<file path="config.mk">
export PLATFORM = sky130hd
export DESIGN_NAME = result_router_flat
export DESIGN_NICKNAME = d
export VERILOG_FILES = /design/src/common/conv_arith_pkg.sv /design/src/common/conv_geometry_pkg.sv /design/src/common/psum_bus_if.sv /design/src/design/result_router.sv /design/src/flat_wrapper.sv
export SDC_FILE = /design/constraint.sdc
export NUM_CORES = 1
export LEC_CHECK = 0
export ABC_AREA = 1
export BUFFER_PORTS_ARGS = -buffer_cell sky130_fd_sc_hd__buf_4
export CAP_MARGIN = 0
export CORE_ASPECT_RATIO = 1.75
export CORE_MARGIN = 4
export CORE_UTILIZATION = 50
export DETAILED_ROUTE_END_ITERATION = 7
export GPL_TIMING_DRIVEN = 1
export PLACE_DENSITY = 0.8
export SLEW_MARGIN = 30
export SYNTH_ARGS = -nofsm -noshare
export SYNTH_HDL_FRONTEND = slang
export SYNTH_SLANG_ARGS = --single-unit
</file>
<file path="constraint.sdc">
create_clock -name clk -period 2.8 [get_ports clk]
set_input_delay 0.14 -clock clk [delete_from_list [all_inputs] [get_ports clk]]
set_output_delay 0.14 -clock clk [all_outputs]
set_load 0.01 [all_outputs]
</file>
<file path="src/common/conv_arith_pkg.sv">
package conv_arith_pkg;

    //////////////////////////////////////////////////
    // Accumulation

    // PE and router sums
    // Wide enough for any 8x8 product summed over a small window
    localparam int DEF_ACC_WIDTH = 32;

    //////////////////////////////////////////////////
    // Output saturation

    // Clip range of the 8-bit signed result
    localparam int SAT_MAX = 127;
    localparam int SAT_MIN = -128;

    // Result width implied by the clip range
    localparam int SAT_WIDTH = 8;

    // Largest single product magnitude, 8-bit by 8-bit signed
    localparam int PROD_MAX = 128 * 128;

    // Headroom left in the accumulator above one product
    localparam int ACC_HEADROOM = DEF_ACC_WIDTH - 2 * SAT_WIDTH;

endpackage

</file>
<file path="src/common/conv_geometry_pkg.sv">
package conv_geometry_pkg;

    //////////////////////////////////////////////////
    // Element size

    // One data or weight element, two's complement
    localparam int DEF_BIT_WIDTH = 8;

    //////////////////////////////////////////////////
    // Array shape

    // Channels packed into one pixel word
    localparam int DEF_NUM_CHANNEL = 3;

    // Kernels evaluated side by side on the same window
    localparam int DEF_NUM_KERNEL = 4;

    // Window taps
    // One kernel-channel PE is built per tap
    localparam int DEF_NUM_POS = 3;

    // Channel 0 sits in the low bits of a pixel word, and kernel 0 in
    // the low bits of a weight word
    localparam int DEF_PIXEL_ELEMS  = DEF_NUM_CHANNEL;
    localparam int DEF_WEIGHT_ELEMS = DEF_NUM_CHANNEL * DEF_NUM_KERNEL;

endpackage

</file>
<file path="src/common/psum_bus_if.sv">
`timescale 1ns/100ps

interface psum_bus_if ();
    import conv_geometry_pkg::*;
    import conv_arith_pkg::*;

    parameter int NUM_KERNEL = DEF_NUM_KERNEL;
    parameter int NUM_POS    = DEF_NUM_POS;
    parameter int ACC_WIDTH  = DEF_ACC_WIDTH;

    // Each PE drives only its own position slice
    wire [NUM_POS-1:0][NUM_KERNEL-1:0][ACC_WIDTH-1:0] psum;

    // One valid bit per position
    wire [NUM_POS-1:0] psum_val;

    // PE side
    modport pe (
        output psum,
        output psum_val
    );

    // Router side
    modport rt (
        input psum,
        input psum_val
    );

endinterface

</file>
<file path="src/design/result_router.sv">
`timescale 1ns/100ps

module result_router #(
    parameter int BIT_WIDTH   = conv_geometry_pkg::DEF_BIT_WIDTH,
    parameter int NUM_CHANNEL = conv_geometry_pkg::DEF_NUM_CHANNEL,
    parameter int NUM_KERNEL  = conv_geometry_pkg::DEF_NUM_KERNEL,
    parameter int NUM_POS     = conv_geometry_pkg::DEF_NUM_POS,
    parameter int ACC_WIDTH   = conv_arith_pkg::DEF_ACC_WIDTH
) (
    input  logic                                 clk,
    input  logic                                 i_reset,
    psum_bus_if.rt                               psum_if,
    output logic [NUM_KERNEL-1:0][BIT_WIDTH-1:0] o_psum,
    output logic                                 o_psum_val
);
    import conv_arith_pkg::*;

    logic signed [ACC_WIDTH-1:0]          kn_total [NUM_KERNEL];
    logic [NUM_KERNEL-1:0][BIT_WIDTH-1:0] kn_clip;
    logic                                 all_val;

    // All PEs fire together on a valid window
    assign all_val = &psum_if.psum_val;

    //////////////////////////////////////////////////
    // Sum across positions

    always_comb begin
        for (int k = 0; k < NUM_KERNEL; k++) begin
            kn_total[k] = '0;
            for (int p = 0; p < NUM_POS; p++) begin
                kn_total[k] = kn_total[k] + $signed(psum_if.psum[p][k]);
            end
        end
    end

    // Clip to the 8-bit signed range
    always_comb begin
        for (int k = 0; k < NUM_KERNEL; k++) begin
            if (kn_total[k] > SAT_MAX) begin
                kn_clip[k] = BIT_WIDTH'(SAT_MAX);
            end else if (kn_total[k] < SAT_MIN) begin
                kn_clip[k] = BIT_WIDTH'(SAT_MIN);
            end else begin
                kn_clip[k] = kn_total[k][BIT_WIDTH-1:0];
            end
        end
    end

    //////////////////////////////////////////////////
    // Output registers

    always_ff @(posedge clk) begin
        if (i_reset) begin
            o_psum_val <= 1'b0;
        end else begin
            o_psum_val <= all_val;
        end
    end

    always_ff @(posedge clk) begin
        if (all_val) begin
            o_psum <= kn_clip;
        end
    end

endmodule

</file>
<file path="src/flat_wrapper.sv">
// flat-port wrapper written by rule: the top's interface ports become plain ports
module result_router_flat import conv_arith_pkg::*;
#(
    parameter int BIT_WIDTH   = conv_geometry_pkg::DEF_BIT_WIDTH,
    parameter int NUM_CHANNEL = conv_geometry_pkg::DEF_NUM_CHANNEL,
    parameter int NUM_KERNEL  = conv_geometry_pkg::DEF_NUM_KERNEL,
    parameter int NUM_POS     = conv_geometry_pkg::DEF_NUM_POS,
    parameter int ACC_WIDTH   = conv_arith_pkg::DEF_ACC_WIDTH
)
  (clk, i_reset, o_psum, o_psum_val, psum_if_psum, psum_if_psum_val);
  psum_bus_if psum_if_i ();
  input  logic clk;
  input  logic i_reset;
  output logic [NUM_KERNEL-1:0][BIT_WIDTH-1:0] o_psum;
  output logic o_psum_val;
  input wire logic [$bits(psum_if_i.psum)-1:0] psum_if_psum;
  input wire logic [$bits(psum_if_i.psum_val)-1:0] psum_if_psum_val;
  assign psum_if_i.psum = psum_if_psum;
  assign psum_if_i.psum_val = psum_if_psum_val;
  result_router #(.BIT_WIDTH(BIT_WIDTH), .NUM_CHANNEL(NUM_CHANNEL), .NUM_KERNEL(NUM_KERNEL), .NUM_POS(NUM_POS), .ACC_WIDTH(ACC_WIDTH)) u_core (.clk(clk), .i_reset(i_reset), .psum_if(psum_if_i), .o_psum(o_psum), .o_psum_val(o_psum_val));
endmodule
</file>
# Word level (Yosys, flattened, before mapping)
# Index checks and enable logic that the tools add are counted.
# Widths: inputs -> output; s select.
[totals]
reg_bits = 33
inputBits = 389
[op_classes]
addsub = 8
magnitude_cmp = 8
mux = 4
n_reduce_logical = 1
[ops]
columns = ["cell", "n"]
rows = [
  ["$add 32x32->32", 8],
  ["$gt 32x8->1 const B", 4],
  ["$lt 32x8->1 const B", 4],
  ["$mux 8", 4],
  ["$reduce_and 3->1", 1],
]

# Longest topological paths before layout
# Gate-level depths: netlist (run 1).
[logic_depth]
depth_word = 4
depth_mapped = 21
depth_no_buf = 21

# Worst setup path before layout (run 1)
# No wires, ideal clock.
[synth_path]
kind = "input to register"
from = "in psum_if_psum_val[1]"
to = "reg u_core.o_psum[0] in the netlist's numbering (enable)"
setup_time_ns = 0.461
arrival_time_ns = 2.415
t_required_ns = 2.339
path_slack_ns = -0.076
cell_stages = 2
n_path_buf = 0
path_cell_list = "inv_1 nor3_1"
[synth_between]
elab_chain_len = 1
[synth_rtl]
columns = ["element", "line_no", "text"]
rows = [
  ["start, declared", "flat_wrapper.sv:17", "input wire logic [$bits(psum_if_i.psum_val)-1:0] psum_if_psum_val;"],
  ["$reduce_and 3->1", "result_router.sv:23", "assign all_val = &psum_if.psum_val;"],
  ["net u_core.all_val", "result_router.sv:20", "logic all_val;"],
  ["end signal, assigned", "result_router.sv:63", "o_psum <= kn_clip;"],
  ["end, declared", "result_router.sv:13", "output logic [NUM_KERNEL-1:0][BIT_WIDTH-1:0] o_psum,"],
]
# The timed path passes the listed nets, and every way through them passes these cells.
# A chain may end at the register's enable or synchronous reset.

# Final worst setup path (run 1)
[layout_path]
from = "in psum_if_psum[321]"
to = "reg u_core.o_psum[17] in the netlist's numbering, data pin"
[layout_between]
elab_chain_len = 3
elab_cells_between_ends = 4
classes_between = "add/sub (1); order compare (2); mux (1)"
[layout_rtl]
columns = ["element", "line_no", "text"]
rows = [
  ["start, declared", "flat_wrapper.sv:16", "input wire logic [$bits(psum_if_i.psum)-1:0] psum_if_psum;"],
  ["$add 32x32->32 (*)", "result_router.sv:32", "kn_total[k] = kn_total[k] + $signed(psum_if.psum[p][k]);"],
  ["$lt 32x8->1", "result_router.sv:42", "end else if (kn_total[k] < SAT_MIN) begin"],
  ["$mux 8", "result_router.sv:42", ""],
]
# Mark *: on every way between the ends. The rest lies on a longest branch, timed or not.

==> flow_summary.ini, run 1 <==
[global_route]
grt_usage = 0.324
grt_pass1_vias = 17464
grt_pass1_wl_um = 80800
grt-ovfl-total = 0
antenna_found_initial = 0
grt_max_degree = 33

[clock_network]
cts_tree = done
clock_sinks = 33
numCtsBuffers = 5
cts.clk_slew.worst_paths_ps = 50
cts_root_buffer = clkbuf_16
clk_path_buf_depth = 2
htree_levels = 2

[critical_path]
start_kind = primary input
critPathMaxFanout = 7
cp.required_ps = 2940
startpoint = psum_if_psum[321]
arrival_ps = 2840
end_kind = register
crit_end = u_core.o_psum[17]
worstSetupPathType = in -> reg

[finish]
fin_nets = 3667
multi_input_area_sq_um = 11900
seq_area_sq_um = 981
synthToLayoutAreaGrowth_pct = 43.1
drive_above_1_share = 0.281
n_fill_cell = 2438
diodes = 0
stdcell_count = 3400
post-route-util = 0.730

[detailed_routing]
drt-initial-drc-count = 819
antenna_left = 0
drc = 0
first_pass_iters = 6
wl_um = 52300
wl_per_cell_um = 15.4
vias = 17199
vias_per_cell = 5.06

[synthesis]
yosysWarnings = 0
synth.distinct_cells = 36
syn_nets = 3014
ys_ff_latch = 33
async_flop_share = 0
seq_area_frac_synth = 0.0701
synthFlopType = edfxtp_1
syn-cell-area_sq_um = 14000
synth_edf_count = 32
syn_area_per_cell_sq_um = 5.89
synthCells = 2377

[pwr]
leakage_nw = 11.6
power_mw = 9.09
peakVddDrop_mv = 0.316
p_per_area_nw_per_um2 = 454

[timing]
slew_viol_final = 0
finalSetupViolCount = 0
relSlewSlack = 0.716
finalCritPeriodShare = 0.964
post-route-min-period_ps = 2700
hold_viol = 0
max_freq_mhz = 371
worst_pin_slew_ps = 425

[floorplan]
rows = 80
start_util = 0.511
ioPinCount = 422
core-area_sq_um = 27400
die_area_sq_um = 30900
die_x_um = 135
die_height_um = 229

[place]
dp_hpwl_um = 46900
dp.cells = 3388
finalWeightedCongestion = 1.00
numPortBuffers = 421

[status]
status = finished, final reports clean

[job]
max_cap_viol_count = 0

[min_path]
hp-class = in -> reg
## Yosys cell counts (15+ instances only)
cell | number | area (sq um)
nor2_2 | 18 | 113
xnor2_1 | 15 | 131
nand4_1 | 45 | 282
edfxtp_1 | 32 | 961
inv_1 | 451 | 1690
nand3b_1 | 22 | 165
nand3_1 | 130 | 651
nand2_1 | 1003 | 3760
a21oi_1 | 66 | 330
nor2_1 | 203 | 762
fa_1 | 128 | 2560
nand2_2 | 30 | 188
xor2_1 | 30 | 263
ha_1 | 120 | 1500
## sequential cells by signal, indices dropped and copies added (netlist names)
name               flops
u_core.o_psum         32
u_core.o_psum_val      1
## logic make-up (layout without fill, tap and decap cells)
kind of cell,Yosys count,count (layout),synth area share
AND/OR/NAND/NOR,1506,1506,0.455
buffers and inverters,462,1116,0.124
adder cells (fa/ha/maj),248,248,0.290
AO/OA/AOI/OAI,82,82,0.0318
XOR/XNOR,46,46,0.0293
flip-flops,33,33,0.0700
## report_power, final
part           total (mW)  internal, mW  switching, mW  leakage (nW)
clock network       0.508         0.321          0.187        0.0687
registers           0.681         0.661         0.0207         0.321
logic                7.90          3.36           4.53          11.2
## metal layers
layer  track usage  vias up  routed length (um)
li1              -     8555                   -
met1         0.294     7778               16500
met2         0.662      651               29300
met3        0.0452      215                2740
met4         0.179        0                3780
met5             0        -                   0
## final cells by class
class / count / area share
multi-input cells: 1882 / 0.592
clock inverters: 3 / 0.000625
well taps: 369 / 0.0230
inverters: 461 / 0.0864
repair buffers: 647 / 0.242
clock buffers: 5 / 0.00625
flip-flops and latches: 33 / 0.0490
## through the flow
| stage | hold WS, ps | instance area (sq um) | setup TNS (ps) | worst slack [ps] |
|---|---|---|---|---|
| 6_report | 25.3 | 20000 | 0 | 101 |
| 3_3_place_gp | 307 | 19300 | -4630 | -241 |
| 5_1_grt | 19.7 | 20000 | -689 | -75.0 |
| 3_5_place_dp | 308 | 19300 | -6590 | -297 |
| 4_1_cts | 23.9 | 19400 | 0 | 10.0 |
| 2_1_floorplan | 218 | 14000 | 0 | 129 |
## timing repair
item | in CTS | in global routing
setup buffers | 0 | 4
gates resized for setup | 1 | 125
hold buffers | 0 | 0
pin swaps | 0 | 30
gates cloned | 0 | 0
setup endpoints to repair | 7 | 28
endpoints found under the hold margin | 0 | 0
## worst min path at each step
stage	from	end	slack [ps]	cells after the start
3_5_place_dp	i_reset	u_core.o_psum_val	310	2
2_1_floorplan	i_reset	u_core.o_psum_val	220	1
5_1_grt	i_reset	u_core.o_psum_val	20	2
6_report	i_reset	u_core.o_psum_val	30	2
3_3_place_gp	i_reset	u_core.o_psum_val	310	2
4_1_cts	i_reset	u_core.o_psum_val	20	2
## worst max-delay path, cell delays in order
cell     delay (ps)
buf_4           120
fa_1            520
ha_4            200
fa_2            400
buf_4           160
nand2_1         110
nand3_2         100
buf_4           140
nand2_1          70
nand3_1          80
nand2_1          80
nand2_2          80
nor2_1           90
nand3_1         110
nor2_2          120
nand2_2          80
nand2_4          90
nand2_1          80
nand2_1          60
## layout by cell type (no fill, tap or decap), types with 5 or more instances in the layout
master,count
nand3b_1,22
nor3_1,8
fa_2,6
clkbuf_16,5
nand2_1,974
a21oi_2,16
nand3_2,21
edfxtp_1,32
inv_2,7
nand4_1,45
nor2_1,186
buf_4,647
nand3_1,120
ha_4,18
nor3_2,5
xnor2_1,12
and2_1,10
fa_1,122
inv_1,451
clkinv_1,5
o21bai_1,5
a21oi_1,53
nand2_4,9
ha_1,86
nand2_2,54
ha_2,16
nor2_2,34
xor2_1,29
(Power assumes the default switching activity.)
==> run 2: changes to the inputs <==
Settings changed: BUFFER_PORTS_ARGS -buffer_cell sky130_fd_sc_hd__buf_4 to -buffer_cell sky130_fd_sc_hd__clkbuf_2.
==> run 2 against run 1 <==
Compared with the run above: clock power increased by 5.7%; power decreased by 5.0%; via count decreased by 3.1%; non-clock buffer count decreased by 41; worst setup slack improved by 29 ps.
==> flow_summary.ini, run 2 (synthesized netlist as in run 1, its figures left out) <==
[critical_path]
critPathMaxFanout = 7
start_kind = primary input
path_common_cell = nand2_1
slowest_delay_ps = 480
cp_cell_sequence = clkbuf_2 -> fa_1 -> ha_1 -> nand2_1 -> inv_1 -> nand2_1 -> nand2_1 -> a21oi_2 -> nand2_1 -> nand2_1 -> nand2_1 -> nand2_1 -> nand2_1 -> nor2_1 -> nand3_1 -> nor2_1 -> nand2_1 -> nand2_4 -> nand2_1
cp.required_ps = 2820
end_kind = register
slowest_stage = fa_1
worstSetupPathType = in -> reg
cp_num_buf_inv = 2
arrival_ps = 2690
path_delay_family = simple AND/OR/NAND/NOR gates

[detailed_routing]
antenna_left = 0
wl_um = 48900
drc = 0
drt-initial-drc-count = 622
vias_per_cell = 4.96
first_pass_iters = 7
vias = 16670
wl_per_cell_um = 14.6

[status]
status = finished, final reports clean

[finish]
stdcell_count = 3359
diodes = 0
largest_register = u_core.o_psum
post-route-util = 0.677
largest_reg_flops = 32
layout_common_cells = nand2_1 (989), inv_1 (451), clkbuf_2 (421)
n_fill_cell = 2626
fin_nets = 3626
synthToLayoutAreaGrowth_pct = 32.7
top_regs = u_core.o_psum (32), u_core.o_psum_val (1)
drive_above_1_share = 0.261
layout.cells.most_common = nand2_1

[min_path]
hp-class = in -> reg

[clock_network]
cts.clk_slew.worst_paths_ps = 50
cts_tree = done
htree_levels = 2
clock_sinks = 33
numCtsBuffers = 5
cts-hold-fix-buffers = 0
clk_path_buf_depth = 2
cts_root_buffer = clkbuf_16

[global_route]
antenna_found_initial = 0
grt_usage = 0.307
grt-ovfl-total = 0
grt_pass1_wl_um = 76900
grt_max_degree = 33
grt_pass1_vias = 17161

[floorplan]
core-area_sq_um = 27400
ioPinCount = 422
start_util = 0.511
die_area_sq_um = 30900
die_height_um = 229
rows = 80
die_x_um = 135

[timing]
finalSetupViolCount = 0
worst_pin_slew_ps = 415
slew_viol_final = 0
finalCritPeriodShare = 0.953
relSlewSlack = 0.723
hold_viol = 0
max_freq_mhz = 375
setup_ws_ps = 130
post-route-min-period_ps = 2670
finalSetupTns_ps = 0
rsz0062_at_grt = true

[place]
dp.cells = 3350
finalWeightedCongestion = 0.953
numPortBuffers = 421
dp_hpwl_um = 44600
pre_cts_ws_ps = -250

[pwr]
peakVddDrop_mv = 0.221
power_mw = 8.63
leakage_nw = 11.1
p_per_area_nw_per_um2 = 465

[job]
max_cap_viol_count = 0
-- run 2: cell count changes in the layout (fill, tap and decap cells not counted), moves of 3 or more --
cell	change
buf_4	-462
nand3_2	-3
nor2_1	+7
clkbuf_2	+421
nand2_2	-15
a21oi_1	+6
a21oi_2	-5
nand2_1	+15
nor2_2	-8
-- run 2: repair_timing --
action / 4_1_cts / 5_1_grt
endpoints found under the setup margin: 0 / 28
resized for setup: 0 / 95
setup buffers: 0 / 1
-- run 2: stage by stage --
stage          instance area (sq um)  hold WS (ps)
2_1_floorplan                  14000           218
3_3_place_gp                   18000           307
3_5_place_dp                   18000           310
4_1_cts                        18100          24.9
5_1_grt                        18600          43.7
6_report                       18600          26.1
-- run 2: power by group --
group          switching (mW)  internal [mW]  total, mW  leakage (nW)
registers              0.0219          0.661      0.683         0.321
clock network           0.183          0.354      0.537        0.0712
logic                    4.41           3.00       7.41          10.7
total                    4.62           4.02       8.63          11.1
-- run 2: routing by layer --
metal / wire (um) / vias to the layer above / part of all wire / global-route usage
li1: - / 8453 / - / -
met1: 16200 / 7468 / 0.33 / 0.282
met2: 27000 / 552 / 0.55 / 0.617
met3: 2100 / 197 / 0.043 / 0.0336
met4: 3610 / 0 / 0.074 / 0.193
met5: 0 / - / 0 / 0
-- run 2: path summary, 6_finish.rpt --
path  slack (ps)                end  cells past startpoint             start
max          130  u_core.o_psum[20]                     19  psum_if_psum[72]
min           30  u_core.o_psum_val                      2           i_reset
-- run 2: area by class of cell --
class	instances	area, sq um	share of cell area
Sequential cell	33	981	0.0528
Tap cell	369	462	0.0249
Inverter	461	1730	0.0931
Clock buffer	8	146	0.00788
Multi-Input combinational cell	1882	11800	0.633
Timing Repair Buffer	606	3500	0.188
==> run 3: changes to the inputs <==
Settings changed: RECOVER_POWER set to 25.
==> run 3 against run 2 <==
Compared with the run above: routed wire length hardly changed; cell count stayed put; die area stayed put; first-iteration DRC count is 4.7% higher; clock power hardly changed; largest cell class unchanged; highest routed layer unchanged.
==> flow_summary.ini, run 3 (synthesized netlist as in run 1, its figures left out) <==
[timing]
finalSetupViolCount = 0
slew_viol_final = 0
rsz0062_at_grt = true
hold_viol = 0
max_freq_mhz = 377
finalCritPeriodShare = 0.948
post-route-min-period_ps = 2660
worst_pin_slew_ps = 414
finalSetupTns_ps = 0
relSlewSlack = 0.724
setup_ws_ps = 145

[clock_network]
clk_path_buf_depth = 2
cts_tree = done
htree_levels = 2
cts-hold-fix-buffers = 0
cts_root_buffer = clkbuf_16
numCtsBuffers = 5
clock_sinks = 33
cts.clk_slew.worst_paths_ps = 50

[place]
numPortBuffers = 421
dp_hpwl_um = 44600
finalWeightedCongestion = 0.953
pre_cts_ws_ps = -250
dp.cells = 3350

[finish]
top_regs = u_core.o_psum (32), u_core.o_psum_val (1)
stdcell_count = 3359
fin_nets = 3626
multi_input_area_sq_um = 11800
layout_common_cells = nand2_1 (989), inv_1 (451), clkbuf_2 (401)
n_fill_cell = 2642
largest_register = u_core.o_psum
post-route-util = 0.676
layout.cells.most_common = nand2_1
seq_area_sq_um = 981
synthToLayoutAreaGrowth_pct = 32.5
diodes = 0
largest_reg_flops = 32
drive_above_1_share = 0.254

[critical_path]
arrival_ps = 2680
crit_end = u_core.o_psum[22]
end_kind = register
cp.required_ps = 2830
worstSetupPathType = in -> reg
start_kind = primary input
critPathMaxFanout = 7
startpoint = psum_if_psum[72]

[floorplan]
die_height_um = 229
rows = 80
start_util = 0.511
ioPinCount = 422
die_x_um = 135
core-area_sq_um = 27400
die_area_sq_um = 30900

[global_route]
antenna_found_initial = 0
grt_max_degree = 33
grt_pass1_vias = 17161
grt_pass1_wl_um = 76900
grt_usage = 0.307
grt-ovfl-total = 0

[detailed_routing]
drc = 0
antenna_left = 0
first_pass_iters = 6
drt-initial-drc-count = 651
vias = 16683
wl_per_cell_um = 14.6
wl_um = 48900
vias_per_cell = 4.97

[pwr]
power_mw = 8.62
leakage_nw = 11.0
peakVddDrop_mv = 0.221
p_per_area_nw_per_um2 = 465

[job]
max_cap_viol_count = 0

[status]
status = finished, final reports clean

[min_path]
hp-class = in -> reg
[run 3: cell types whose count changed in the layout (fill, tap and decap cells not counted)]
cell	previous run	this run
clkbuf_1	2	22
clkbuf_2	421	401
[run 3: timing repair]
action / CTS / global route
buffers inserted: 0 / 1
gates resized for setup: 0 / 95
endpoints found under the setup margin: 0 / 28
hold endpoints to repair: 0 / 0
[run 3: power breakdown]
group	switching, mW	internal, mW
logic	4.41	2.99
registers	0.0218	0.661
clock network	0.184	0.354
total	4.62	4.01
[run 3: layout make-up]
type | count | share of cell area
Sequential cell | 33 | 0.0529
Tap cell | 369 | 0.0249
Multi-Input combinational cell | 1882 | 0.634
Clock buffer | 8 | 0.00789
Timing Repair Buffer | 606 | 0.187
Inverter | 461 | 0.0933
[run 3: per-layer routing]
layer	up-vias	global-route usage	wire, um
met1	7469	0.282	16100
met5	-	0	0
met4	0	0.193	3610
met3	199	0.0336	2160
met2	564	0.617	27000
li1	8451	-	-
[run 3: worst max-delay path, stage by stage]
cell,delay [ps]
clkbuf_2,90
fa_1,480
ha_1,350
nand2_1,170
inv_1,50
nand2_1,60
nand2_1,100
a21oi_2,220
nand2_1,140
nand2_1,100
nand2_1,50
nand2_1,60
nand2_1,70
nor2_1,100
nand3_1,100
nor2_1,130
nand2_1,100
nand2_4,110
nand2_1,60
[run 3: worst min-delay path by stage]
| stage | cells after the start | slack (ps) | end | start |
|---|---|---|---|---|
| floorplan | 1 | 220 | u_core.o_psum_val | i_reset |
| global placement | 2 | 310 | u_core.o_psum_val | i_reset |
| detailed placement | 2 | 310 | u_core.o_psum_val | i_reset |
| CTS | 2 | 20 | u_core.o_psum_val | i_reset |
| global route | 2 | 40 | u_core.o_psum_val | i_reset |
| finish | 2 | 30 | u_core.o_psum_val | i_reset |
[run 3: per-stage QoR]
| stage | hold slack (ps) | area (sq um) |
|---|---|---|
| 2_1_floorplan | 218 | 14000 |
| 3_3_place_gp | 307 | 18000 |
| 3_5_place_dp | 310 | 18000 |
| 4_1_cts | 24.9 | 18100 |
| 5_1_grt | 43.7 | 18600 |
| 6_report | 26.3 | 18600 |
